## config.mk

```make
export PLATFORM = sky130hd
export DESIGN_NAME = bin_serializer
export DESIGN_NICKNAME = d
export VERILOG_FILES = /design/src/common/fft_pkg.sv /design/src/hdl/bin_serializer.sv
export VERILOG_INCLUDE_DIRS = /design/src /design/src/common
export SDC_FILE = /design/constraint.sdc
export NUM_CORES = 1
export LEC_CHECK = 0
export ABC_AREA = 1
export BUFFER_PORTS_ARGS = -buffer_cell sky130_fd_sc_hd__buf_2
export CAP_MARGIN = 15
export CORE_AREA = 5 5 313 315
export CTS_CLUSTER_SIZE = 40
export DETAILED_ROUTE_END_ITERATION = 8
export DIE_AREA = 0 0 318 320
export RECOVER_POWER = 25
export SYNTH_ARGS = -nofsm -noshare
export SYNTH_HDL_FRONTEND = slang
export SYNTH_SLANG_ARGS = --single-unit
export TNS_END_PERCENT = 30
```

## constraint.sdc

```tcl
create_clock -name clk -period 49.5 [get_ports clk]
set_input_delay 4.95 -clock clk [delete_from_list [all_inputs] [get_ports clk]]
set_output_delay 4.95 -clock clk [all_outputs]
set_load 0.01 [all_outputs]
```

## src/common/fft_defs.svh

```systemverilog
/*
  sizes and widths shared by the 16-point streaming FFT
  the sample, accumulator and bin widths all derive from here
*/
`ifndef FFT_DEFS_SVH
`define FFT_DEFS_SVH

////////////////////////////////////////////////////////////////////////////
// frame geometry
////////////////////////////////////////////////////////////////////////////
`define FFT_N      16   // points per frame
`define FFT_STAGES 4    // log2 of FFT_N, one radix-2 stage each

////////////////////////////////////////////////////////////////////////////
// datapath widths
////////////////////////////////////////////////////////////////////////////
`define SAMPLE_W   16   // raw input sample
// internal re/im parts: 16 bit input + 4 bits of growth + margin
`define ACC_W      24
`define TW_FRAC    16   // twiddles are Q16
`define BIN_W      16   // each half of an output bin

// output bin packs re in the upper half, im in the lower
`define BIN_PAIR_W (2 * `BIN_W)

`endif

```

## src/common/fft_pkg.sv

```systemverilog
/*
  FFT types and arithmetic helpers
  twiddle table, bit reversal, rounding multiply and output saturation
*/
`include "fft_defs.svh"

package fft_pkg;

  typedef logic signed [`SAMPLE_W-1:0] sample_t;
  typedef logic signed [`ACC_W-1:0]    acc_t;
  typedef logic signed [31:0]          tw_t;     // Q16 twiddle part

  typedef struct packed {
    acc_t re;
    acc_t im;
  } cplx_t;                                      // 48 bits

  typedef cplx_t [`FFT_N-1:0] frame_t;           // 768 bits
  typedef logic [`BIN_PAIR_W-1:0] bin_t;         // {re, im}

  localparam int BIN_MAX = (1 << (`BIN_W - 1)) - 1;
  localparam int BIN_MIN = -(1 << (`BIN_W - 1));

  ////////////////////////////////////////////////////////////////////////////
  // twiddle table W^k = cos - j*sin, k = 0..7 of 16
  ////////////////////////////////////////////////////////////////////////////
  function automatic tw_t tw_re(input logic [2:0] k);
    case (k)
      3'd0: return 32'sh0001_0000;               // 1.0
      3'd1: return 32'sh0000_EC83;
      3'd2: return 32'sh0000_B504;
      3'd3: return 32'sh0000_61F7;
      3'd4: return 32'sh0000_0000;
      3'd5: return 32'shFFFF_9E09;
      3'd6: return 32'shFFFF_4AFC;
      default: return 32'shFFFF_137D;
    endcase
  endfunction

  function automatic tw_t tw_im(input logic [2:0] k);
    case (k)
      3'd0: return 32'sh0000_0000;
      3'd1: return 32'shFFFF_9E09;
      3'd2: return 32'shFFFF_4AFC;
      3'd3: return 32'shFFFF_137D;
      3'd4: return 32'shFFFF_0000;               // -1.0
      3'd5: return 32'shFFFF_137D;
      3'd6: return 32'shFFFF_4AFC;
      default: return 32'shFFFF_9E09;
    endcase
  endfunction

  // DIF stages leave the bins in bit-reversed order
  function automatic logic [3:0] bit_reverse(input logic [3:0] idx);
    return {idx[0], idx[1], idx[2], idx[3]};
  endfunction

  // real product, round half up then drop the twiddle fraction
  function automatic acc_t twiddle_mul(input acc_t d, input tw_t w);
    logic signed [`ACC_W+31:0] prod;
    prod = d * w;
    prod = prod + (1 <<< (`TW_FRAC - 1));
    return acc_t'(prod >>> `TW_FRAC);
  endfunction

  // clamp to the signed output range
  function automatic logic signed [`BIN_W-1:0] narrow_bin(input acc_t v);
    if (v > BIN_MAX) return BIN_MAX[`BIN_W-1:0];
    if (v < BIN_MIN) return BIN_MIN[`BIN_W-1:0];
    return v[`BIN_W-1:0];
  endfunction

endpackage

```

## src/hdl/bin_serializer.sv

```systemverilog
/*
  bin serializer
  takes a finished frame, undoes the bit-reversed order, saturates each
  bin to 16+16 bits and sends the bins out over a four-phase handshake
*/
`timescale 1ns/1ps
`include "fft_defs.svh"

module bin_serializer
  import fft_pkg::*;
(
  input  logic       clk,
  input  logic       rst,
  input  frame_t     frame,
  input  logic       frame_valid,
  output logic       frame_ready,
  output bin_t       bin,
  output logic [3:0] bin_index,
  output logic       bin_req,
  input  logic       bin_ack
);

  typedef enum logic [1:0] {
    IDLE,       // waiting for a frame
    START,      // frame loaded, bin 0 goes out next
    REQ,        // bin_req high, waiting for ack
    DROP        // req dropped, waiting for ack to fall
  } ser_state_t;

  ser_state_t state;
  frame_t     held;            // frame being shifted out
  cplx_t      pick;            // element for the current bin

  assign frame_ready = (state == IDLE);

  // stage output sits in bit-reversed order
  assign pick = held[bit_reverse(bin_index)];
  assign bin  = {narrow_bin(pick.re), narrow_bin(pick.im)};

  ////////////////////////////////////////////////////////////////////////////
  // handshake FSM
  ////////////////////////////////////////////////////////////////////////////
  always_ff @(posedge clk or posedge rst) begin
    if (rst) begin
      state     <= IDLE;
      bin_req   <= 1'b0;
      bin_index <= '0;
    end else begin
      case (state)
        IDLE: begin
          if (frame_valid)
            state <= START;
        end
        START: begin
          bin_req <= 1'b1;                     // bin 0
          state   <= REQ;
        end
        REQ: begin
          if (bin_ack) begin
            bin_req <= 1'b0;
            state   <= DROP;
          end
        end
        DROP: begin
          if (!bin_ack) begin
            if (bin_index == 4'd15) begin
              bin_index <= '0;                 // frame done
              state     <= IDLE;
            end else begin
              bin_index <= bin_index + 1'b1;
              bin_req   <= 1'b1;               // next bin right away
              state     <= REQ;
            end
          end
        end
        default: state <= IDLE;
      endcase
    end
  end

  // only loaded from idle, so it stays put for all 16 bins
  always_ff @(posedge clk) begin
    if (frame_valid && frame_ready)
      held <= frame;
  end

  ////////////////////////////////////////////////////////////////////////////
  // checks
  ////////////////////////////////////////////////////////////////////////////
  // sink may sample bin any time req is up
  bin_stable: assert property (
    @(posedge clk) disable iff (rst)
    bin_req && $past(bin_req) |-> $stable(bin) && $stable(bin_index)
  ) else $error("bin or bin_index moved while bin_req was high");

endmodule

```

Word-level counts from Yosys, hierarchy flattened --
Cells that the tools add are included.
Word-level totals: register bits 775, input bits 772, output and inout port bits 38, logic and storage cells 82
Operators by class: add/sub/neg operators 1, magnitude comparators 5, equal/unequal tests 8, multiplexer cells 26, bitwise operators 1, reduce and logical (&&, ||, !) cells 6
Operator list (number):
- $bmux 48 s4 | 1
- $mux 16 | 8
- $gt 24x16->1 const B | 2
- $lt 24x16->1 const B | 2
- $mux 48 | 1
- $mux 1 | 9
- $mux 2 | 4
- $ne 2x2->1 const B | 4
- $pmux 2 s4 | 1
- $lt 4x5->1 const B | 1
- $add 4x1->4 const B | 1
- $eq 2x2->1 const B | 2
- $eq 4x4->1 const B | 1
- $mux 4 | 1
- $reduce_and 4->1 | 1
- $pmux 1 s3 | 1
- $reduce_and 3->1 | 1
- $reduce_bool 3->1 | 1
- $eq 2x1->1 const B | 1
- $logic_not 2->1 | 1
- $reduce_and 2->1 | 1
- $logic_and 1x1->1 | 1
- $not 1->1 | 1

Longest topological paths before layout --
Gate-level depths: netlist of run 1.
word-level depth 7, depth in mapped cells 18, mapped depth without buffers 15

Worst setup path before layout of run 1 --
No wires, ideal clock.
path kind input to register, start point in frame_valid, end point reg held[0] in the netlist's numbering, enable pin, library setup time 1919 ps, arrival 36441 ps, data required time 47581 ps, path slack 11140 ps, stages on the path 2, path buffers 0, cells stage by stage inv_1 -> nor2_1
On the way: cells in the longest elaborated chain, start to end 1
RTL lines:
- start, declared | RTL line bin_serializer.sv:15 | input logic frame_valid,
- $logic_and 1x1->1 | RTL line bin_serializer.sv:83 | if (frame_valid && frame_ready)
- end signal, assigned | RTL line bin_serializer.sv:84 | held <= frame;
- end, declared | RTL line bin_serializer.sv:31 | frame_t held;
No other way between the ends. A chain may end at the register's enable or synchronous reset.

Final worst setup path of run 1 --
start point reg bin_index[3], end point out bin[18]
On the way: cells in the longest elaborated chain, start to end 7, elaborated cells between the ends (all ways) 10, classes of those cells 2 x order compare; 8 x mux
RTL lines:
- start, declared | RTL line bin_serializer.sv:18 | output logic [3:0] bin_index,
- start signal, assigned | RTL line bin_serializer.sv:70 | bin_index <= bin_index + 1'b1;
- $bmux 48 s4 * | RTL line bin_serializer.sv:37 | assign pick = held[bit_reverse(bin_index)];
- $mux 48 (not written as such) * | RTL line bin_serializer.sv:37
- $lt 24x16->1 | RTL line fft_pkg.sv:69 | if (v < BIN_MIN) return BIN_MIN[`BIN_W-1:0];
- $mux 1 (2 in a row) | RTL line fft_pkg.sv:69
- $mux 16 | RTL line fft_pkg.sv:70 | return v[`BIN_W-1:0];
- $mux 16 * | RTL line fft_pkg.sv:69
- end, declared | RTL line bin_serializer.sv:17 | output bin_t bin,
Every way passes the cells marked *; elsewhere a longest branch is shown, timed or not. The select of a mux whose other input is x is not followed.

==> results of run 1 <==
worst paths after layout:
| check | cells after the start | to | from | slack [ns] |
|---|---|---|---|---|
| setup / recovery | 11 | bin[18] | bin_index[3] | 39.24 |
| hold / removal | 2 | bin_req | bin_req | 0.51 |
| setup reg to reg | 7 | held[76] | state[0] | 43.48 |
| hold reg to reg | 2 | bin_req | bin_req | 0.51 |
| max in group asynchronous | 2 | bin_index[2] | rst | 44.99 |
| min in group asynchronous | 2 | bin_index[1] | rst | 4.25 |
flip-flops by register name, summed over array words and instances, names as in the netlist:
name	flops
bin_req	1
bin_index	4
state	2
held	768
layout make-up:
class | count | share of cell area [%]
inverters | 178 | 1.76
flip-flops and latches | 775 | 59.5
well taps | 1265 | 4.05
diodes | 42 | 0.269
clock inverters | 43 | 0.816
clock buffers | 112 | 5.81
multi-input cells | 1465 | 17.0
repair buffers | 833 | 10.8
per-stage QoR:
stage	worst slack [ns]	hold WS (ns)	instance area, um2	utilization, %
3_3_place_gp	39.36	0.499	36400	38.5
4_1_cts	39.14	0.517	39000	41.2
2_1_floorplan	11.14	0.504	31400	-
5_1_grt	38.79	0.534	39000	41.3
6_report	39.24	0.512	39100	41.3
3_5_place_dp	39.28	0.504	36400	38.5
cell families after synthesis:
logic type,count (synthesis),share of synthesized area [%]
AND/OR/NAND/NOR,1058,13.4
flip-flops,775,74.0
AO/OA/AOI/OAI,405,7.55
buffers and inverters,336,4.90
XOR/XNOR,1,0.0279
adder cells (fa/ha/maj),1,0.0399
worst min-delay path, stage by stage, from the launching register on:
cell     delay, ns
dfrtp_1       0.34
o21ai_0       0.08
nand2_1       0.06
cells in the final DEF, fill, tap and decap left out, types with 13 or more instances in the layout:
master     netlist  final
buf_2           45    807
clkinv_2         0     17
o221ai_1        60     60
edfxtp_1       768    768
o21ai_1         13     13
o21ai_0        262    262
o22ai_1         62     62
nor2_1         318    316
clkbuf_16        0     87
clkbuf_1        67     27
diode_2          0     42
inv_1          174    171
buf_4           15     23
nand3_1        181    181
nand2_1        551    551
clkinv_1         1     17
routing by layer:
layer	vias to the layer above	routed length [um]	track usage (%)
li1	10600	-	-
met4	36	3890	8.05
met1	11000	41300	24.9
met3	219	9760	5.87
met2	1069	52000	33.4
met5	-	224	0
report_power, final:
part	internal, W	leakage, nW	switching, W	total (W)
Sequential	0.000734	6.98	0.0000279	0.000762
Combinational	0.000193	7.06	0.000468	0.000660
Clock	0.000339	1.26	0.000258	0.000597
Total	0.00127	15.3	0.000753	0.00202
==> flow_metrics.py, run 1 <==
metrics = {
    "synth": {
        "synth_top_cell_area_share_pct": 73.5,
        "synth_top_area_cell": "edfxtp_1",
        "synth_commonest_cells": "768 x edfxtp_1, 551 x nand2_1, 318 x nor2_1",
        "synth-edff-count": 768,
        "synth.distinct_cells": 30,
        "yosysWarningCount": 0,
        "synth_ff_type": "edfxtp_1",
        "postSynthCellCount": 2576,
        "async_reset_ff_share_pct": 0.903,
        "yosys-top-cells-area": "edfxtp_1 73%, nand2_1 6.6%, o21ai_0 4.2%, nor2_1 3.8%, nand3_1 2.9%",
        "synth-seq-cells": 775,
        "syn_area_um2": 31400,
        "avgSynthCellArea_um2": 12.2,
        "synth_fp_nets": 3349,
        "yosysSeqAreaShare_pct": 74.0,
        "yosysMostFrequentCell": "edfxtp_1",
    },
    "critical_path": {
        "critPathCaptureType": "primary output",
        "crit_path_frequent_cell": "buf_4",
        "worstSetupStartpointType": "flop",
        "slowest_delay_ns": 0.79,
        "path_cells": "clkinv_8 -> buf_4 -> buf_4 -> buf_4 -> o21ai_0 -> o221ai_1 -> nand3_1 -> nand3_1 -> nand2_1 -> nand2_1 -> buf_2",
        "critical_path_arrival_ns": 5.31,
        "critPathBufInv": 5,
        "cp_max_fo": 170,
        "critPathSlowestCell": "buf_4",
        "crit_required_ns": 44.55,
        "path_class": "reg -> out",
        "critical_path.top_delay_family": "buffers and inverters",
    },
    "global_route": {
        "grt_start_max_net_pins": 193,
        "grt_first_pass_wirelength_um": 152000,
        "grt_usage_pct": 20.1,
        "grt_pass1_vias": 22900,
        "antenna_found_initial": 64,
        "grt.overflow.total": 0,
    },
    "clocking": {
        "cts_tree": "built",
        "cts_setup_buffers": 0,
        "clkSlewWorstSetupHoldPaths_ns": 0.05,
        "cts_hold_buf": 0,
        "cts_made_buffers": 85,
        "cts_sinks": 775,
        "cts_buffer_depth": 3,
        "cts_resized": 0,
        "clock_latency_ns": 0.64,
        "cts_htree_levels": 3,
        "cts-root-buf": "clkbuf_16",
    },
    "route": {
        "first_iter_violations": 2421,
        "via_count": 23000,
        "wire_per_inst_um": 22.7,
        "firstDrtPassIters": 6,
        "drt-vias-per-instance": 4.88,
        "wirelength_um": 107000,
        "antenna_left": 0,
        "drc": 0,
    },
    "placement": {
        "port_buffers": 809,
        "dp_hpwl_um": 75600,
        "gp_congestion": 0.862,
        "dp_cells": 4516,
    },
    "sta": {
        "max_slew.worst_pin.slew_ns": 1.17,
        "slew-limit-headroom_pct": 21.8,
        "rsz0062_at_grt": "false",
        "hold_viol_final": 0,
        "fin_crit_sh_pct": 20.7,
        "fin_skew_ns": 0.0241,
        "fmax_mhz": 97.5,
        "fin_crit_ns": 10.26,
        "setup-violations-final": 0,
        "finalMaxSlewViolations": 0,
        "setup_tns_ns": 0,
    },
    "power_and_ir_drop": {
        "ir_drop_uv": 38.9,
        "p_leak_nw": 15.3,
        "p_per_area_nw_per_um2": 51.7,
        "total_power_w": 0.00202,
    },
    "floorplanning": {
        "die_h_um": 320,
        "pin_count": 810,
        "die_area_um2": 102000,
        "start_util_pct": 33.2,
        "die_w_um": 318,
        "coreArea_um2": 94600,
        "rows": 113,
    },
    "flow_run": {
        "drv_cap": 0,
    },
    "min_path": {
        "hp-class": "reg -> reg",
    },
    "cells_and_area": {
        "nNetsFinal": 4111,
        "drive_gt1_share_pct": 28.2,
        "multi_input_area_um2": 6630,
        "fin_cells": 4713,
        "area_growth_pct": 24.5,
        "regArea_um2": 23200,
        "fill_cells": 9057,
    },
    "run_status": {
        "status": "completed",
    },
}
No activity file was read; power rests on OpenSTA's default activity.
==> run 2, diff against run 1 <==
==> constraint.sdc (replaced) <==
create_clock -name clk -period 9.4 [get_ports clk]
set_input_delay 0.94 -clock clk [delete_from_list [all_inputs] [get_ports clk]]
set_output_delay 0.94 -clock clk [all_outputs]
set_load 0.01 [all_outputs]
==> run 2 against run 1 <==
Register-to-register slack lost 37 ns; first-iteration DRC count grew 12%; wire length shrank 0.46%; worst setup slack got worse by 36 ns; total power rose to 5.3 times the previous value; highest routed layer unchanged; count of clock-buffer cells in the layout fell by 9; largest cell class unchanged; utilization increased by 0.14 points.
==> flow_metrics.py, run 2 (same netlist as run 1, synthesis figures left out) <==
metrics = {
    "global_route": {
        "grt_pass1_vias": 22600,
        "grt_start_max_net_pins": 184,
        "antenna_found_initial": 62,
        "grt_first_pass_wirelength_um": 150000,
        "grt_usage_pct": 19.9,
        "grt.overflow.total": 0,
    },
    "power_and_ir_drop": {
        "ir_drop_uv": 230,
        "p_sw_w": 0.00407,
        "p_comb_share_pct": 32.7,
        "power.share.clock_pct": 30.1,
        "p_per_area_nw_per_um2": 274,
        "seqPwrFrac_pct": 37.2,
        "p_leak_nw": 15.3,
        "swShare_pct": 37.9,
        "internal_power_w": 0.00668,
    },
    "placement": {
        "gp_congestion": 0.838,
        "port_buffers": 809,
        "dp_hpwl_um": 74000,
    },
    "route": {
        "dr.max_layer_used": "met5",
        "wire_per_inst_um": 22.7,
        "wirelength_um": 107000,
        "wl_met2_um": 51400,
        "wl_met3_um": 9880,
        "firstDrtPassIters": 5,
        "drt-vias-per-instance": 4.86,
        "drc": 0,
        "first_iter_violations": 2722,
        "met1Wirelength_um": 42000,
        "via_count": 22900,
        "antenna_left": 0,
    },
    "clocking": {
        "cts_hold_buf": 0,
        "cts_resized": 0,
        "cts_htree_levels": 3,
        "cts-root-buf": "clkbuf_16",
        "cts_made_buffers": 85,
        "cts_sinks": 775,
        "clock_latency_ns": 0.67,
        "cts_setup_buffers": 0,
        "cts_buffer_depth": 3,
        "clkSlewWorstSetupHoldPaths_ns": 0.06,
        "cts_tree": "built",
    },
    "sta": {
        "setup-violations-final": 0,
        "whs_ns": 0.233,
        "fin_crit_sh_pct": 64.5,
        "hold_viol_final": 0,
        "fin_crit_ns": 6.06,
        "slew-limit-headroom_pct": 20.5,
        "fin_skew_ns": 0.0334,
        "fmax_mhz": 165,
        "rsz0062_at_grt": "false",
        "max_slew.worst_pin.slew_ns": 1.19,
        "finalMaxSlewViolations": 0,
    },
    "cells_and_area": {
        "fill_cells": 9066,
        "reg.largest.list": "held: 768 flops, bin_index: 4 flops, state: 2 flops",
        "area_growth_pct": 24.9,
        "final_cell_mix": "800 x buf_2, 768 x edfxtp_1, 551 x nand2_1",
        "layout_commonest_cell": "buf_2",
        "drive_gt1_share_pct": 28.0,
        "regMostFlops": "held",
        "largest_reg_flops": 768,
        "final_core_util_pct": 41.5,
        "nNetsFinal": 4109,
    },
    "critical_path": {
        "critical_path.top_delay_family": "buffers and inverters",
        "rr_startpoint": "state[0]",
        "rrSetupSlack_ns": 6.32,
        "worstSetupStartpointType": "flop",
        "reg2regPathDepth": 5,
        "crit_path_frequent_cell": "nand2_1",
        "crit_required_ns": 8.46,
        "r2r_end": "held[364]",
        "cp_max_fo": 147,
        "critPathCaptureType": "primary output",
        "critPathSlowestCell": "dfrtp_4",
        "critical_path_arrival_ns": 5.12,
        "slowest_delay_ns": 0.96,
        "critPathBufInv": 3,
        "worstSetupStartpoint": "bin_index[3]",
        "path_class": "reg -> out",
        "path_cells": "clkinv_8 -> buf_4 -> o21ai_1 -> nand2_1 -> nand3_1 -> nand3_1 -> nand2_1 -> nand2_1 -> nor2_1 -> nand2_1 -> nand2_2 -> nand2_1 -> nand2_1 -> buf_2",
    },
    "run_status": {
        "status": "completed",
    },
    "min_path": {
        "hp-class": "in -> async",
    },
    "floorplanning": {
        "pin_count": 810,
        "rows": 113,
        "die_w_um": 318,
        "coreArea_um2": 94600,
        "die_area_um2": 102000,
        "start_util_pct": 33.2,
        "die_h_um": 320,
    },
    "flow_run": {
        "drv_cap": 0,
    },
}
## run 2: how the worst max path moves through the flow
stage | endpoint | slack [ns] | cells after the start
2_1_floorplan | held[0] | -3.30 | 2
3_3_place_gp | bin[4] | 4.17 | 14
3_5_place_dp | bin[3] | 4.10 | 14
4_1_cts | bin[3] | 3.36 | 14
5_1_grt | bin[0] | 2.99 | 14
6_report | bin[3] | 3.34 | 14
## run 2: power groups by stage
stage                     sequential [W]  clock [W]  combinational, W
final                            0.00400    0.00323           0.00351
after global routing             0.00402    0.00346           0.00384
after CTS                        0.00401    0.00331           0.00355
after detailed placement         0.00408          0           0.00354
after global placement           0.00408          0           0.00352
after floorplan                  0.00398          0           0.00229
## run 2: area by class of cell
class	instances	area, um2	area share [%]
flip-flops and latches	775	23200	59.3
multi-input cells	1465	6630	16.9
repair buffers	831	4250	10.8
clock buffers	103	2190	5.60
inverters	178	702	1.79
well taps	1265	1580	4.04
clock inverters	52	512	1.30
diodes	38	95.1	0.242
## run 2: routing by layer
metal  GRT usage, %  vias up
met1           24.8    11000
met4           6.36       38
met5              0        -
met3           6.52      203
met2           33.1     1051
li1               -    10600
## run 2: stage by stage
step / setup WS, ns / total power (W) / cells / TNS, ns / area, um2
final: 3.34 / 0.0108 / 4707 / 0 / 39200
after global routing: 2.99 / 0.0113 / 4681 / 0 / 39200
after CTS: 3.36 / 0.0109 / 4669 / 0 / 39100
after detailed placement: 4.10 / 0.00762 / 4514 / 0 / 36400
after global placement: 4.17 / 0.00760 / 4514 / 0 / 36400
after floorplan: -3.30 / 0.00627 / 2576 / -2535.43 / 31400
==> run 3, diff against run 2 <==
==> constraint.sdc (replaced) <==
create_clock -name clk -period 5.74 [get_ports clk]
set_input_delay 0.574 -clock clk [delete_from_list [all_inputs] [get_ports clk]]
set_output_delay 0.574 -clock clk [all_outputs]
set_load 0.01 [all_outputs]
==> run 3 against run 2 <==
Total power rose by 65%; non-clock buffer count rose by 6; cell area rose by 0.43%; worst setup slack got worse by 2.7 ns; via count rose by 0.66%; flip-flop and latch count did not move; largest cell class unchanged; register-to-register slack got worse by 3.5 ns; global-route usage rose by 0.31 points; die area did not move; highest routed layer unchanged; sequential power rose by 62%.
==> flow_metrics.py, run 3 (same netlist as run 1, synthesis figures left out) <==
metrics = {
    "sta": {
        "slew-limit-headroom_pct": 20.7,
        "max_slew.worst_pin.slew_ns": 1.19,
        "fin_crit_ns": 5.07,
        "finalMaxSlewViolations": 0,
        "fmax_mhz": 197,
        "rsz0062_at_grt": "false",
        "setup_tns_ns": 0,
        "setup-violations-final": 0,
        "hold_viol_final": 0,
        "fin_crit_sh_pct": 88.3,
        "fin_skew_ns": 0.0164,
    },
    "min_path": {
        "hold_start": "frame[600]",
        "hp-class": "in -> reg",
    },
    "critical_path": {
        "critical_path_arrival_ns": 4.50,
        "worstSetupStartpoint": "bin_index[3]",
        "critPathSlowestCell": "dfrtp_4",
        "cp_max_fo": 184,
        "rr_startpoint": "bin_index[1]",
        "path_class": "reg -> out",
        "slowest_delay_ns": 0.90,
        "path_cells": "clkinv_8 -> nand2_1 -> nand3_1 -> nand3_1 -> nand3_1 -> nand2_1 -> nand2_1 -> nor2_1 -> nand2_1 -> nand2_2 -> nand2_1 -> nand2_1 -> buf_2",
        "critPathCaptureType": "primary output",
        "crit_required_ns": 5.17,
        "worstSetupStartpointType": "flop",
        "crit_path_frequent_cell": "nand2_1",
    },
    "power_and_ir_drop": {
        "p_per_area_nw_per_um2": 449,
        "ir_drop_uv": 522,
        "p_leak_nw": 15.4,
    },
    "cells_and_area": {
        "largest_reg_flops": 768,
        "final_cell_mix": "800 x buf_2, 768 x edfxtp_1, 551 x nand2_1",
        "drive_gt1_share_pct": 28.3,
        "nNetsFinal": 4116,
        "reg.largest.list": "held: 768 flops, bin_index: 4 flops, state: 2 flops",
        "regMostFlops": "held",
        "area_growth_pct": 25.5,
        "layout_commonest_cell": "buf_2",
        "fin_cells": 4711,
    },
    "placement": {
        "dp_cells": 4519,
        "gp_congestion": 0.847,
        "port_buffers": 809,
        "dp_hpwl_um": 75200,
    },
    "floorplanning": {
        "start_util_pct": 33.2,
        "rows": 113,
        "die_h_um": 320,
        "coreArea_um2": 94600,
        "die_w_um": 318,
        "pin_count": 810,
        "die_area_um2": 102000,
    },
    "clocking": {
        "cts_sinks": 775,
        "cts_resized": 0,
        "cts-root-buf": "clkbuf_16",
        "cts_made_buffers": 86,
        "cts_tree": "built",
        "cts_htree_levels": 3,
        "cts_setup_buffers": 0,
        "clock_latency_ns": 0.64,
        "cts_buffer_depth": 3,
        "clkSlewWorstSetupHoldPaths_ns": 0.07,
    },
    "route": {
        "antenna_left": 0,
        "drt-vias-per-instance": 4.89,
        "wirelength_um": 107000,
        "drc": 0,
        "via_count": 23000,
        "wire_per_inst_um": 22.8,
        "firstDrtPassIters": 6,
        "first_iter_violations": 2227,
    },
    "global_route": {
        "grt_start_max_net_pins": 202,
        "grt.overflow.total": 0,
        "grt_pass1_vias": 23100,
        "grt_usage_pct": 20.2,
        "antenna_found_initial": 59,
        "grt_first_pass_wirelength_um": 153000,
    },
    "flow_run": {
        "drv_cap": 0,
    },
    "run_status": {
        "status": "completed",
    },
}
-- run 3: cell types whose count changed in the layout (fill, tap and decap cells not counted), moves of 2 or more --
cell       change
bufinv_16      +3
inv_2          +2
diode_2        -3
clkinv_16      -6
buf_12         +9
clkbuf_16      +4
buf_4          -4
clkinv_2       +2
clkinv_1       -3
-- run 3: worst paths after layout --
kind                       depth (start not counted)  slack (ns)           end
max in group asynchronous                          3        4.98  bin_index[2]
min                                                1        0.10     held[600]
max reg2reg                                        4        2.87  bin_index[1]
min in group asynchronous                          3        0.49       bin_req
min reg2reg                                        2        0.50       bin_req
max                                               13        0.67        bin[4]
-- run 3: where the power goes --
group          internal, W  total, W  switching, W
logic              0.00170   0.00580       0.00411
registers          0.00633   0.00648      0.000153
clock network      0.00315   0.00541       0.00226
total               0.0112    0.0177       0.00652
-- run 3: area by class of cell --
class / count / area (um2)
Clock buffer: 106 / 2290
Antenna cell: 35 / 87.6
Tap cell: 1265 / 1580
Multi-Input combinational cell: 1465 / 6640
Inverter: 178 / 689
Fill cell: 8961 / 55200
Timing Repair Buffer: 837 / 4410
Clock inverter: 50 / 438
Sequential cell: 775 / 23200
-- run 3: timing repair --
item	in CTS	in global routing
setup endpoints to repair	0	0
hold buffers	1	0
hold endpoints to repair	7	0
-- run 3: routing by layer --
layer / vias to the layer above / track usage [%] / part of all wire (%)
met4: 40 / 7.09 / 3.2
met1: 11100 / 25.5 / 39
met3: 209 / 5.30 / 8.8
met2: 1093 / 33.9 / 49
met5: - / 0 / 0.23
li1: 10600 / - / -
-- run 3: critical path: cells and delay by family, from the launching register on --
kind / cells / cell delay [ns]
buffers and inverters: 2 / 0.86
DFF: 1 / 0.90
and+or+nand+nor: 11 / 1.81
-- run 3: per-stage QoR --
step	hold slack [ns]	cell area (um2)	total power (W)	setup WS [ns]	util, %
finish	0.102	39400	0.0177	0.671	41.6
floorplan	0.377	31400	0.0103	-6.62	-
global route	0.0437	39300	0.0187	0.281	41.6
global placement	0.487	36600	0.0125	1.30	38.6
detailed placement	0.495	36600	0.0125	1.25	38.7
CTS	0.0255	39300	0.0179	0.540	41.6
