### src/common/fft_defs.svh
/*
  sizes and widths shared by the 16-point streaming FFT
  the sample, accumulator and bin widths all derive from here
*/
`ifndef FFT_DEFS_SVH
`define FFT_DEFS_SVH

////////////////////////////////////////////////////////////////////////////
// frame geometry
////////////////////////////////////////////////////////////////////////////
`define FFT_N      16   // points per frame
`define FFT_STAGES 4    // log2 of FFT_N, one radix-2 stage each

////////////////////////////////////////////////////////////////////////////
// datapath widths
////////////////////////////////////////////////////////////////////////////
`define SAMPLE_W   16   // raw input sample
// internal re/im parts: 16 bit input + 4 bits of growth + margin
`define ACC_W      24
`define TW_FRAC    16   // twiddles are Q16
`define BIN_W      16   // each half of an output bin

// output bin packs re in the upper half, im in the lower
`define BIN_PAIR_W (2 * `BIN_W)

`endif

### src/common/fft_pkg.sv
/*
  FFT types and arithmetic helpers
  twiddle table, bit reversal, rounding multiply and output saturation
*/
`include "fft_defs.svh"

package fft_pkg;

  typedef logic signed [`SAMPLE_W-1:0] sample_t;
  typedef logic signed [`ACC_W-1:0]    acc_t;
  typedef logic signed [31:0]          tw_t;     // Q16 twiddle part

  typedef struct packed {
    acc_t re;
    acc_t im;
  } cplx_t;                                      // 48 bits

  typedef cplx_t [`FFT_N-1:0] frame_t;           // 768 bits
  typedef logic [`BIN_PAIR_W-1:0] bin_t;         // {re, im}

  localparam int BIN_MAX = (1 << (`BIN_W - 1)) - 1;
  localparam int BIN_MIN = -(1 << (`BIN_W - 1));

  ////////////////////////////////////////////////////////////////////////////
  // twiddle table W^k = cos - j*sin, k = 0..7 of 16
  ////////////////////////////////////////////////////////////////////////////
  function automatic tw_t tw_re(input logic [2:0] k);
    case (k)
      3'd0: return 32'sh0001_0000;               // 1.0
      3'd1: return 32'sh0000_EC83;
      3'd2: return 32'sh0000_B504;
      3'd3: return 32'sh0000_61F7;
      3'd4: return 32'sh0000_0000;
      3'd5: return 32'shFFFF_9E09;
      3'd6: return 32'shFFFF_4AFC;
      default: return 32'shFFFF_137D;
    endcase
  endfunction

  function automatic tw_t tw_im(input logic [2:0] k);
    case (k)
      3'd0: return 32'sh0000_0000;
      3'd1: return 32'shFFFF_9E09;
      3'd2: return 32'shFFFF_4AFC;
      3'd3: return 32'shFFFF_137D;
      3'd4: return 32'shFFFF_0000;               // -1.0
      3'd5: return 32'shFFFF_137D;
      3'd6: return 32'shFFFF_4AFC;
      default: return 32'shFFFF_9E09;
    endcase
  endfunction

  // DIF stages leave the bins in bit-reversed order
  function automatic logic [3:0] bit_reverse(input logic [3:0] idx);
    return {idx[0], idx[1], idx[2], idx[3]};
  endfunction

  // real product, round half up then drop the twiddle fraction
  function automatic acc_t twiddle_mul(input acc_t d, input tw_t w);
    logic signed [`ACC_W+31:0] prod;
    prod = d * w;
    prod = prod + (1 <<< (`TW_FRAC - 1));
    return acc_t'(prod >>> `TW_FRAC);
  endfunction

  // clamp to the signed output range
  function automatic logic signed [`BIN_W-1:0] narrow_bin(input acc_t v);
    if (v > BIN_MAX) return BIN_MAX[`BIN_W-1:0];
    if (v < BIN_MIN) return BIN_MIN[`BIN_W-1:0];
    return v[`BIN_W-1:0];
  endfunction

endpackage

### src/hdl/sample_collector.sv
/*
  serial to parallel collector
  takes samples over a four-phase handshake and packs 16 into a frame
*/
`timescale 1ns/1ps
`include "fft_defs.svh"

module sample_collector
  import fft_pkg::*;
(
  input  logic    clk,
  input  logic    rst,
  input  sample_t sample,
  input  logic    sample_req,
  output logic    sample_ack,
  output frame_t  frame,
  output logic    frame_valid,
  input  logic    frame_ready
);

  localparam int CNT_W = $clog2(`FFT_N) + 1;   // must hold FFT_N itself

  logic [CNT_W-1:0] fill_cnt;   // slots written so far
  logic             full;
  logic             take;       // capture this cycle

  assign full        = (fill_cnt == `FFT_N);
  assign frame_valid = full;
  // a full frame stalls the ack, which is the input back-pressure
  assign take        = sample_req && !sample_ack && !full;

  ////////////////////////////////////////////////////////////////////////////
  // handshake and fill count
  ////////////////////////////////////////////////////////////////////////////
  always_ff @(posedge clk or posedge rst) begin
    if (rst) begin
      fill_cnt   <= '0;
      sample_ack <= 1'b0;
    end else begin
      if (take) begin
        fill_cnt   <= fill_cnt + 1'b1;
        sample_ack <= 1'b1;
      end else if (sample_ack && !sample_req) begin
        sample_ack <= 1'b0;                    // source released, close the cycle
      end
      if (frame_valid && frame_ready)
        fill_cnt <= '0;                        // frame handed to stage 0
    end
  end

  // frame slots, real input so im starts at zero
  always_ff @(posedge clk) begin
    if (take)
      frame[fill_cnt[CNT_W-2:0]] <= '{re: acc_t'(sample), im: '0};
  end

  ////////////////////////////////////////////////////////////////////////////
  // checks
  ////////////////////////////////////////////////////////////////////////////
  // ack only ever answers a pending request
  ack_follows_req: assert property (
    @(posedge clk) disable iff (rst)
    $rose(sample_ack) |-> $past(sample_req)
  ) else $error("sample_ack rose without sample_req");

endmodule

### config.mk
export PLATFORM = sky130hd
export DESIGN_NAME = sample_collector
export DESIGN_NICKNAME = d
export VERILOG_FILES = /design/src/common/fft_pkg.sv /design/src/hdl/sample_collector.sv
export VERILOG_INCLUDE_DIRS = /design/src /design/src/common
export SDC_FILE = /design/constraint.sdc
export NUM_CORES = 1
export LEC_CHECK = 0
export ABC_AREA = 1
export BUFFER_PORTS_ARGS = -buffer_cell sky130_fd_sc_hd__buf_4
export CAP_MARGIN = 20
export CORE_AREA = 2 2 305 307
export CTS_CLUSTER_DIAMETER = 80
export DETAILED_ROUTE_END_ITERATION = 16
export DIE_AREA = 0 0 307 309
export PLACE_DENSITY = 0.38
export SKIP_CTS_REPAIR_TIMING = 1
export SYNTH_ARGS = -nofsm -noshare
export SYNTH_HDL_FRONTEND = slang
export SYNTH_SLANG_ARGS = --single-unit
### constraint.sdc
create_clock -name clk -period 6 [get_ports clk]
set_input_delay 0.3 -clock clk [delete_from_list [all_inputs] [get_ports clk]]
set_output_delay 0.3 -clock clk [all_outputs]
set_load 0.005 [all_outputs]
## After elaboration in Yosys (flattened, before gate mapping)

Index checks and enable logic that the tools add are counted.

| word-level totals | value |
|---|---|
| flip-flop bits (word level) | 774 |
| bits of input ports | 20 |
| output and inout port bits | 770 |
| word-level logic and storage cells | 55 |

| cells by class | value |
|---|---|
| $add $sub $neg | 1 |
| magnitude comparators | 2 |
| equal/unequal tests | 1 |
| muxes and demuxes | 7 |
| reduce and logical (&&, ||, !) cells | 10 |

Operators by type and width:

| kind | number |
|---|---|
| $bwmux W768 | 1 |
| $demux W48 S4 | 1 |
| $mux W48 | 1 |
| $mux W5 | 2 |
| $add A5 B1 Y5 const B | 1 |
| $eq A5 B5 Y1 const B | 1 |
| $logic_and A1 B1 Y1 | 5 |
| $lt A4 B5 Y1 const B | 1 |
| $ge A4 B1 Y1 const B | 1 |
| $reduce_bool A2 Y1 | 2 |
| $logic_not A1 Y1 | 3 |
| $mux W1 | 2 |

## Logic depth before layout (Yosys ltp)

Gate-level depths: netlist (run 1).

| depth | value |
|---|---|
| word-level depth | 5 |
| gate-level depth with buffers | 9 |
| mapped depth without buffers | 8 |

## Worst setup path before layout (run 1)

No wires, ideal clock.

| timing path | value |
|---|---|
| path type | flip-flop to flip-flop |
| start | register fill_cnt[0] |
| end | register frame[216] (netlist name) (enable) |
| setup time | 0.409 ns |
| arrival time | 2.214 ns |
| required time | 5.591 ns |
| slack | 3.377 ns |
| stages on the path, launching flop included | 9 |
| path buffers | 1 |
| clock period less this slack | 2.623 ns |
| path through | dfrtp_1 > inv_1 > ha_1 > nand2_1 > inv_1 > nand2_4 > nand2_4 > buf_6 > nor3_1 |

| between the ends | value |
|---|---|
| longest elaborated chain between the ends | 3 |

RTL lines:

| item | line | RTL |
|---|---|---|
| start, declared | sample_collector.sv:23 | `logic [CNT_W-1:0] fill_cnt;` |
| start signal, assigned | sample_collector.sv:41 | `fill_cnt <= fill_cnt + 1'b1;` |
| $eq A5 B5 Y1 (no source line) | - |  |
| $logic_not A1 Y1 | sample_collector.sv:30 | `assign take = sample_req && !sample_ack && !full;` |
| $logic_and A1 B1 Y1 | sample_collector.sv:30 |  |
| end signal, assigned by index | sample_collector.sv:54 | `frame[fill_cnt[CNT_W-2:0]] <= '{re: acc_t'(sample), im: '0};` |
| end, declared | sample_collector.sv:16 | `output frame_t frame,` |

Every way passes these cells.
A chain may end at the register's enable or synchronous reset.

## Final worst setup path (run 1)

| timing path | value |
|---|---|
| start | register fill_cnt[0] |
| end | register frame[512] (netlist name) (enable) |

Same word-level chain as after synthesis.

==> Flow_metrics.wiki, run 1 <==
{| class="wikitable"
! Metric !! Value
|-
| Initial antenna violation count || 7
|-
| Critical register-to-register path endpoint || frame[512]$_DFFE_PP_
|-
| R2R Path Start || fill_cnt[0]$_DFFE_PP0P_
|-
| Total track usage || 0.06861
|-
| Hold Path Sink || frame[28]$_DFFE_PP_
|-
| Area growth, synth to finish || 27.39%
|-
| Proportion of layout cells with a drive suffix above 1 || 0.4079
|-
| Gate count of the mapped netlist || 848
|-
| Number of hold violations in the final report || 0
|-
| WP data arrival || 2.64 ns
|-
| Required time reported for the critical path endpoint || 6.20 ns
|-
| Boundary pin count || 790
|-
| Overall routed net length || about 36000 microns
|-
| Number of cells on the worst hold path || 1
|-
| Number of placed instances, taps included || about 2.3k
|-
| Post-synthesis register bit count || roughly 260
|-
| Global-route wire length before repair || 45170 microns
|-
| Worst max-slew margin expressed relative to the limit || 0.3429
|-
| Fill count || 10.02k
|-
| Largest voltage drop on the vdd net || 0.2328 mV
|-
| Power per standard cell area || 294.8 nW/um^2
|-
| Met2 Resource Use GR || 0.1150
|-
| Synthesized area per cell || 14.28 sq um
|-
| Floorplan die height || 309 microns
|-
| Mean routed wirelength per cell || 15.22 microns
|-
| Class of the tightest hold or removal check || primary input to flop
|-
| Final core utilization || 0.1689
|-
| Setup violators final || 0
|-
| Synthesis Warnings || 0
|-
| Clock period minus final worst setup slack || ~2.4 ns
|-
| Via count of the first global-routing pass || 5280
|-
| Number of buffers inserted during clock tree synthesis || 31
|-
| Max Buffers Root-to-Sink || 3
|-
| IO Port Bufs || 405
|-
| Hold path startpoint || sample[4]
|-
| Met3 GRT Util || 0.04172
|-
| TritonCTS clock tree || yes
|-
| Global-route congestion overflow total || 0
|-
| CP cell instances || inv_1 -> ha_1 -> nand2_1 -> inv_1 -> nand2_4 -> nand2_4 -> nor3_4
|-
| Crit path capture type || flop
|-
| Number of enable-type register cells in the synthesized netlist || 256
|-
| Worst reg-to-reg setup slack || approximately 3.6 ns
|-
| Number of iterations in the first detailed-routing pass || 4
|-
| Finished Layout Cells || 2382
|-
| Post-route setup slack || 3.559 ns
|-
| Final #Nets || 1194
|-
| Share of flip-flops with an asynchronous set or reset after synthesis || 0.02290
|-
| Iter 0 DRT Violations || between 200 and 300
|-
| Sequential cell area || a little under 8000 sq um
|-
| Root Buffer Master || clkbuf_16
|-
| Worst Setup Path Type || flop to flop
|-
| Clock latency of the later-clocked register in the worst-skew pair || between 0.5 and 0.6 ns
|-
| Maximum number of pins on one net before global-route repair || 23
|-
| GRT busiest layer || met2
|-
| Minimum hold slack || 0.1119 ns
|-
| Post-synth design cell area || 12110 sq um
|-
| Via count || 6013
|-
| Die area || 94860 sq um
|-
| Critical Path Slowest Stage Cell || nor3_4
|-
| Path depth of the worst reg2reg path || 7
|-
| Status || completed
|-
| Critical Path Source || fill_cnt[0]$_DFFE_PP0P_
|-
| Number of slew-limit violations in the final report || 0
|-
| Static Leakage || 6.402 nW
|-
| HPWL Detailed || 26580 microns
|-
| Clock skew after layout || 0.01360 ns
|-
| Horizontal die dimension || slightly above 300 microns
|-
| Slew at the pin with the worst max-slew slack || 0.9824 ns
|-
| Maximum fanout encountered on the critical timing path || 22
|-
| Register area share after synthesis || 0.6470
|-
| Footprint of the multi-input gates || 1872 sq um
|-
| Max-cap violations || 0
|-
| Largest incremental delay on the critical path || 0.82 ns
|-
| Post-place setup slack || 3.387 ns
|-
| Sink Count || 262
|-
| Met1 GRT Util || 0.07340
|-
| RSZ-0062 raised after global routing || false
|-
| Post-Route Setup TNS || 0 ns
|-
| Distinct cells, synth || 19
|-
| Core area || between 90000 and 100000 sq um
|-
| Post-route antenna net violation count || 0
|-
| Max Clock Freq || 0.4097 GHz
|-
| Clock slew at reported path FFs || 0.06 ns
|-
| DR DRC count || 0
|-
| Average via count per standard cell || 2.524
|-
| RePlAce Congestion || 0.6892
|-
| H-Tree Level Count || 1
|-
| Site Rows || 111
|-
| Starting Density || 0.1325
|-
| Fraction of the cycle the final worst path needs || 0.4068
|-
| Predominant post-synthesis flop cell || edfxtp_1
|-
| Crit start category || flop
|}
cells in the mapped netlist (2+ instances only):
master	instances	area share
nand4_1	2	0.0010
inv_1	13	0.0040
buf_6	3	0.0028
nand2_4	2	0.0019
edfxtp_1	256	0.63
nor3_2	5	0.0041
buf_4	512	0.32
nor3_1	10	0.0041
nand2_1	20	0.0062
dfrtp_1	6	0.012
ha_1	4	0.0041
nand3_1	8	0.0033
worst max path at each step:
stage / to / slack [ns] / cells after the start
final: frame[512]$_DFFE_PP_ / 3.56 / 7
after global routing: frame[505]$_DFFE_PP_ / 3.39 / 7
after CTS: frame[128]$_DFFE_PP_ / 3.39 / 7
after detailed placement: frame[128]$_DFFE_PP_ / 3.39 / 7
after global placement: frame[363]$_DFFE_PP_ / 3.36 / 7
after floorplan: frame[216]$_DFFE_PP_ / 3.38 / 8
cell type report:
class	instances	area share
Sequential cell	262	0.5079
Timing Repair Buffer	421	0.2066
Multi-Input combinational cell	440	0.1213
Tap cell	1186	0.09616
Clock buffer	37	0.05173
Clock inverter	20	0.01257
Inverter	14	0.003406
Antenna cell	2	0.0003243
sequential cells by signal (all words and copies together), names as in the netlist:
name,cells
fill_cnt,5
sample_ack,1
frame,256
cell usage in the layout, fill, tap and decap left out:
master / n
ha_1: 4
buf_8: 3
edfxtp_1: 256
conb_1: 384
nor2_4: 2
dfrtp_1: 6
bufinv_16: 3
nand2_1: 20
clkbuf_16: 31
clkinv_1: 5
nand2_4: 2
a21oi_2: 1
nand3_1: 8
or2_4: 1
inv_2: 1
buf_4: 416
clkinv_2: 6
inv_8: 1
inv_6: 5
nand4_1: 2
dlygate4sd3_1: 2
nor3_4: 5
xor2_1: 1
clkbuf_1: 6
diode_2: 2
nor3_2: 10
inv_1: 13
worst max-delay path: cells and delay by family, from the launching register on:
kind,cells,cell delay (ns)
AND/OR/NAND/NOR,4,1.18
flip-flops,1,0.43
adder cells (fa/ha/maj),1,0.24
buffers and inverters,2,0.20
report_power, final:
part | leakage (nW) | switching, W | internal [W]
Combinational | 3.53 | 0.000350 | 0.000172
Clock | 0.492 | 0.000767 | 0.00108
Sequential | 2.38 | 0.0000602 | 0.00212
per-stage QoR:
stage               area [sq um]  power (W)
finish                     15430   0.004549
global route               15430   0.004756
CTS                        15380   0.004621
detailed placement         14380   0.002745
global placement           14370   0.002741
floorplan                  13550   0.002640
cells by family (layout without fill, tap and decap cells):
group / count (synthesis) / in the layout / synth area share
and+or+nand+nor: 50 / 50 / 0.02262
AOI/OAI and AO/OA: 1 / 1 / 0.0007232
DFF: 262 / 262 / 0.6470
adders and majority gates: 4 / 4 / 0.004132
other: 1 / 386 / 0.0003096
xor gates and xnor gates: 1 / 1 / 0.0007232
buffers and inverters: 529 / 492 / 0.3245
routing by layer:
| layer | part of all wire | wire length [microns] | vias up |
|---|---|---|---|
| met5 | 0 | 0 | - |
| met4 | 0.017 | 603 | 0 |
| met3 | 0.14 | 5236 | 38 |
| met2 | 0.49 | 17720 | 452 |
| met1 | 0.35 | 12700 | 2924 |
| li1 | - | - | 2599 |
No activity file was read; power rests on OpenSTA's default activity.
==> inputs of run 2 (changes only) <==
- CORE_AREA: 2 2 305 307 -> 2 2 307 309
- DIE_AREA: 0 0 307 309 -> 0 0 309 311
- clock period: 6 -> 2.4 ns (I/O delays scaled with it)
==> Flow_metrics.wiki, run 2 (synthesis gave the netlist of run 1 again) <==
{| class="wikitable"
! Metric !! Value
|-
| Status || completed
|-
| Initial antenna violation count || 6
|-
| RePlAce Congestion || 0.7133
|-
| Boundary pin count || 790
|-
| Critical register-to-register path endpoint || frame[37]$_DFFE_PP_
|-
| Most frequent cells in the layout || buf_4 (414), conb_1 (384), edfxtp_1 (256), clkbuf_16 (35), nand2_1 (20)
|-
| Floorplan die height || around 310 microns
|-
| Leading cell type in the layout, fill and taps excluded || buf_4
|-
| Fraction of the cycle the final worst path needs || 0.8865
|-
| Clock skew after layout || 0.02222 ns
|-
| Worst reg-to-reg setup slack || 0.27 ns
|-
| Max Buffers Root-to-Sink || 3
|-
| End point of the critical path || frame[37]$_DFFE_PP_
|-
| Global-route congestion overflow total || 0
|-
| Power per standard cell area || 749.0 nW/um^2
|-
| Post-route antenna net violation count || 0
|-
| Largest voltage drop on the vdd net || 0.5061 mV
|-
| Number of buffers inserted during clock tree synthesis || 35
|-
| DR DRC count || 0
|-
| Path depth of the worst reg2reg path || 8
|-
| Via count of the first global-routing pass || 5721
|-
| H-Tree Level Count || 2
|-
| Flip-flop count of the largest register, all copies and words added || 256
|-
| Maximum fanout encountered on the critical timing path || 22
|-
| Horizontal die dimension || 309 microns
|-
| Class of the tightest hold or removal check || primary input to flop
|-
| CP cell instances || inv_1 -> ha_1 -> nand2_1 -> inv_1 -> nand2_4 -> nand2_4 -> nor3_2 -> buf_4
|-
| HPWL Detailed || between 20000 and 30000 microns
|-
| Starting Density || 0.1306
|-
| Static Leakage || 6.525 nW
|-
| Root Buffer Master || clkbuf_16
|-
| Iter 0 DRT Violations || 327
|-
| Max Clock Freq || 0.4700 GHz
|-
| Fill count || around 10k
|-
| Sink Count || approximately 260
|-
| Power after layout || 0.01186 W
|-
| Area growth, synth to finish || 30.71%
|-
| Setup violators final || 0
|-
| Critical Path Slowest Stage Cell || dfrtp_1
|-
| Post-place setup slack || 0.2163 ns
|-
| Crit start category || flop
|-
| Global-route wire length before repair || 47030 microns
|-
| Critical Path Source || fill_cnt[0]$_DFFE_PP0P_
|-
| Site Rows || 112
|-
| Average via count per standard cell || ~2.5
|-
| R2R Path Start || fill_cnt[0]$_DFFE_PP0P_
|-
| Clock latency of the later-clocked register in the worst-skew pair || approximately 0.54 ns
|-
| Via count || 6162
|-
| Number of logic stages on the critical path including buffering || 8
|-
| Largest incremental delay on the critical path || 0.44 ns
|-
| Core area || 92770 sq um
|-
| Worst path bufs/invs || 3
|-
| Clock period minus final worst setup slack || about 2.1 ns
|-
| WP data arrival || 2.36 ns
|-
| Worst Setup Path Type || flop to flop
|-
| Number of hold violations in the final report || 0
|-
| Post-route setup slack || 0.2723 ns
|-
| Total track usage || 0.07057
|-
| Final #Nets || between 1k and 1.5k
|-
| Hold path startpoint || sample[15]
|-
| Finished Layout Cells || 2470
|-
| Post-Route Setup TNS || 0 ns
|-
| IO Port Bufs || 405
|-
| Clock slew at reported path FFs || 0.06 ns
|-
| Mean routed wirelength per cell || 14.81 microns
|-
| RSZ-0062 raised after global routing || false
|-
| Required time reported for the critical path endpoint || approximately 2.6 ns
|-
| Dominant delay contributor by cell family on the critical path || simple AND/OR/NAND/NOR gates
|-
| Max-cap violations || 0
|-
| Number of iterations in the first detailed-routing pass || 4
|-
| Proportion of layout cells with a drive suffix above 1 || 0.4084
|-
| TritonCTS clock tree || yes
|-
| Number of slew-limit violations in the final report || 0
|-
| Die area || about 96000 sq um
|-
| Overall routed net length || 36590 microns
|-
| Maximum number of pins on one net before global-route repair || 23
|-
| Crit path capture type || flop
|-
| Number of placed instances, taps included || ~2.4k
|}
-- run 2: cell count changes in the layout (fill, tap and decap cells not counted), moves of 2 or more --
cell           previous run  this run
buf_12                    0         8
buf_4                   416       414
buf_8                     3         0
clkbuf_1                  6         2
clkbuf_16                31        35
clkinv_1                  5        10
clkinv_8                  0         3
diode_2                   2         4
dlygate4sd3_1             2        11
inv_6                     5         1
inv_8                     1         3
-- run 2: worst min path at each step --
stage	cells after the start	slack, ns	endpoint
floorplan	1	-0.09	fill_cnt[0]$_DFFE_PP0P_
global placement	2	0.07	sample_ack$_DFFE_PP0P_
detailed placement	2	0.08	sample_ack$_DFFE_PP0P_
CTS	2	-0.54	fill_cnt[4]$_DFFE_PP0P_
global route	1	0.02	frame[46]$_DFFE_PP_
finish	1	0.05	frame[478]$_DFFE_PP_
-- run 2: cell type report --
class / count / area (sq um) / area share
timing repair buffer: 433 / 3378 / 0.2134
inverter: 14 / 52.55 / 0.003319
multi-input combinational: 440 / 1872 / 0.1182
clock buffer: 37 / 883.3 / 0.05579
clock inverter: 26 / 230.2 / 0.01454
sequential: 262 / 7838 / 0.4950
tap: 1254 / 1569 / 0.09910
antenna: 4 / 10.01 / 0.0006322
-- run 2: per-stage QoR --
step | utilization | instance area [sq um] | hold slack, ns
2_1_floorplan | - | 13550 | -0.08904
3_3_place_gp | 0.1574 | 14600 | 0.07386
3_5_place_dp | 0.1574 | 14600 | 0.07895
4_1_cts | 0.1694 | 15710 | -0.5401
5_1_grt | 0.1706 | 15820 | 0.02012
6_report | 0.1707 | 15830 | 0.04616
-- run 2: layer usage --
metal | wire length [microns] | track usage
met5 | 16 | 0
met4 | 860 | 0.02295
met3 | 5741 | 0.04502
met2 | 17090 | 0.1124
met1 | 12880 | 0.07587
-- run 2: worst reg2reg max path: stages (launching register included) --
cell	delay [ns]
dfrtp_1	0.44
inv_1	0.11
ha_1	0.22
nand2_1	0.08
inv_1	0.09
nand2_4	0.08
nand2_4	0.22
nor3_2	0.35
buf_4	0.25
-- run 2: report_power, final --
group	switching, W	leakage, nW	internal [W]
clock	0.00213	0.545	0.00293
combinational	0.000886	3.60	0.000454
sequential	0.000160	2.38	0.00530
==> inputs of run 3 (changes only) <==
- CORE_AREA: 2 2 307 309 -> 2 2 305 307
- DIE_AREA: 0 0 309 311 -> 0 0 307 309
- clock period: 2.4 -> 2.6 ns (I/O delays scaled with it)
==> Flow_metrics.wiki, run 3 (synthesis gave the netlist of run 1 again) <==
{| class="wikitable"
! Metric !! Value
|-
| Max Clock Freq || 0.4351 GHz
|-
| Number of placed instances, taps included || 2325
|-
| Required time reported for the critical path endpoint || between 2 and 3 ns
|-
| Boundary pin count || 790
|-
| Core area || 91390 sq um
|-
| Overall routed net length || 37330 microns
|-
| Post-route antenna net violation count || 0
|-
| Proportion of layout cells with a drive suffix above 1 || 0.4015
|-
| WP data arrival || 2.58 ns
|-
| Most frequent cells in the layout || buf_4 (421), conb_1 (384), edfxtp_1 (256), clkbuf_16 (29), nand2_1 (20)
|-
| Initial antenna violation count || 7
|-
| Root Buffer Master || clkbuf_16
|-
| Total track usage || 0.07096
|-
| IO Port Bufs || 405
|-
| Clock period minus final worst setup slack || 2.298 ns
|-
| Crit start category || flop
|-
| Number of buffers inserted during clock tree synthesis || 29
|-
| Wire length on met2 || 17780 microns
|-
| Finished Layout Cells || 2395
|-
| Horizontal die dimension || 307 microns
|-
| Worst Setup Path Type || flop to flop
|-
| Slew at the pin with the worst max-slew slack || around 0.54 ns
|-
| Worst max-slew margin expressed relative to the limit || 0.6380
|-
| Sink Count || 262
|-
| CP cell instances || inv_1 -> ha_1 -> nand2_1 -> inv_1 -> nand2_4 -> nand2_4 -> nor3_2 -> buf_12
|-
| Footprint of the multi-input gates || 1872 sq um
|-
| Dominant delay contributor by cell family on the critical path || simple AND/OR/NAND/NOR gates
|-
| Critical Path Slowest Stage Cell || nor3_2
|-
| Mean routed wirelength per cell || 15.59 microns
|-
| Number of iterations in the first detailed-routing pass || 4
|-
| Iter 0 DRT Violations || roughly 300
|-
| H-Tree Level Count || 1
|-
| Final core utilization || 0.1697
|-
| Setup violators final || 0
|-
| Top Layer Used || met4
|-
| Summed area of non-filler cells in the final layout || approximately 16000 sq um
|-
| Largest incremental delay on the critical path || 0.49 ns
|-
| DR DRC count || 0
|-
| Floorplan die height || 309 microns
|-
| Flip-flop count of the largest register, all copies and words added || roughly 260
|-
| Global-route wire length before repair || 46750 microns
|-
| Class of the tightest hold or removal check || primary input to flop
|-
| Maximum fanout encountered on the critical timing path || 22
|-
| Via count || 6176
|-
| Max-cap violations || 0
|-
| Static Leakage || 6.433 nW
|-
| Minimum hold slack || 0.02598 ns
|-
| Fraction of the cycle the final worst path needs || 0.8839
|-
| Fill count || ~10k
|-
| RSZ-0062 raised after global routing || false
|-
| Post-route setup slack || 0.3019 ns
|-
| Sequential cell area || 7838 sq um
|-
| Detailed route wirelength on metal3 || approximately 5400 microns
|-
| Average via count per standard cell || 2.579
|-
| Area growth, synth to finish || 28.01%
|-
| Starting Density || 0.1325
|-
| Crit path capture type || flop
|-
| Status || completed
|-
| Post-place setup slack || 0.3559 ns
|-
| Max Buffers Root-to-Sink || 3
|-
| Via count of the first global-routing pass || 5411
|-
| Final #Nets || 1212
|-
| Clock skew after layout || 0.03609 ns
|-
| Number of slew-limit violations in the final report || 0
|-
| Site Rows || 111
|-
| Maximum number of pins on one net before global-route repair || 23
|-
| Worst path bufs/invs || 3
|-
| Leading cell type in the layout, fill and taps excluded || buf_4
|-
| Clock slew at reported path FFs || approximately 0.07 ns
|-
| Largest voltage drop on the vdd net || 0.5569 mV
|-
| Global-route congestion overflow total || 0
|-
| RePlAce Congestion || 0.7200
|-
| Die area || 94860 sq um
|-
| Number of hold violations in the final report || 0
|-
| Placed inst area || roughly 14000 sq um
|-
| Clock latency of the later-clocked register in the worst-skew pair || 0.60 ns
|-
| Wire length on met1 || 13080 microns
|-
| HPWL Detailed || 27470 microns
|-
| Power per standard cell area || roughly 650 nW/um^2
|-
| TritonCTS clock tree || yes
|}
==> run 3: cell count changes in the layout (fill, tap and decap cells not counted) <==
cell           delta
buf_12            -6
buf_4             +7
bufinv_16         -1
clkbuf_1          +3
clkbuf_16         -6
clkinv_1          -4
clkinv_8          -3
clkinvlp_4        -1
diode_2           -3
dlygate4sd3_1     +7
inv_16            +1
inv_6             +2
inv_8             -3
==> run 3: through the flow <==
step | TNS (ns) | total power [W]
6_report | 0 | 0.01016
5_1_grt | 0 | 0.01061
4_1_cts | 0 | 0.01031
3_5_place_dp | 0 | 0.006367
3_3_place_gp | 0 | 0.006348
2_1_floorplan | -3.542 | 0.006092
==> run 3: area by class of cell <==
class / instances / area share
sequential: 262 / 0.5054
multi-input combinational: 440 / 0.1207
inverter: 14 / 0.003389
tap: 1186 / 0.09570
clock inverter: 17 / 0.008553
antenna: 1 / 0.0001614
clock buffer: 34 / 0.04801
timing repair buffer: 441 / 0.2180
==> run 3: path summary, 6_finish.rpt <==
kind | from | end | slack (ns) | depth (start not counted)
max | fill_cnt[0]$_DFFE_PP0P_ | frame[612]$_DFFE_PP_ | 0.30 | 8
min | frame_ready | fill_cnt[2]$_DFFE_PP0P_ | 0.03 | 4
max reg2reg | fill_cnt[0]$_DFFE_PP0P_ | frame[612]$_DFFE_PP_ | 0.30 | 8
min reg2reg | sample_ack$_DFFE_PP0P_ | sample_ack$_DFFE_PP0P_ | 0.52 | 2
max in group asynchronous | rst | fill_cnt[4]$_DFFE_PP0P_ | 2.31 | 3
min in group asynchronous | rst | fill_cnt[3]$_DFFE_PP0P_ | 0.06 | 3
==> run 3: worst register-to-register path, delay by kind of cell (launching register included) <==
kind	cells	cell delay (ns)
fa+ha+maj	1	0.23
flops	1	0.45
buf+inv	3	0.42
simple gates	4	0.87
==> run 3: report_power, final <==
part / internal, W / total (W) / switching (W)
clock network: 0.00215 / 0.00388 / 0.00173
registers: 0.00489 / 0.00504 / 0.000147
logic: 0.000412 / 0.00125 / 0.000834
total: 0.00745 / 0.0102 / 0.00271
==> run 3: per-layer routing <==
layer / vias to the layer above / GRT usage
met5: - / 0
met4: 0 / 0.02405
met3: 53 / 0.04289
met2: 485 / 0.1136
met1: 2998 / 0.07746
li1: 2640 / -
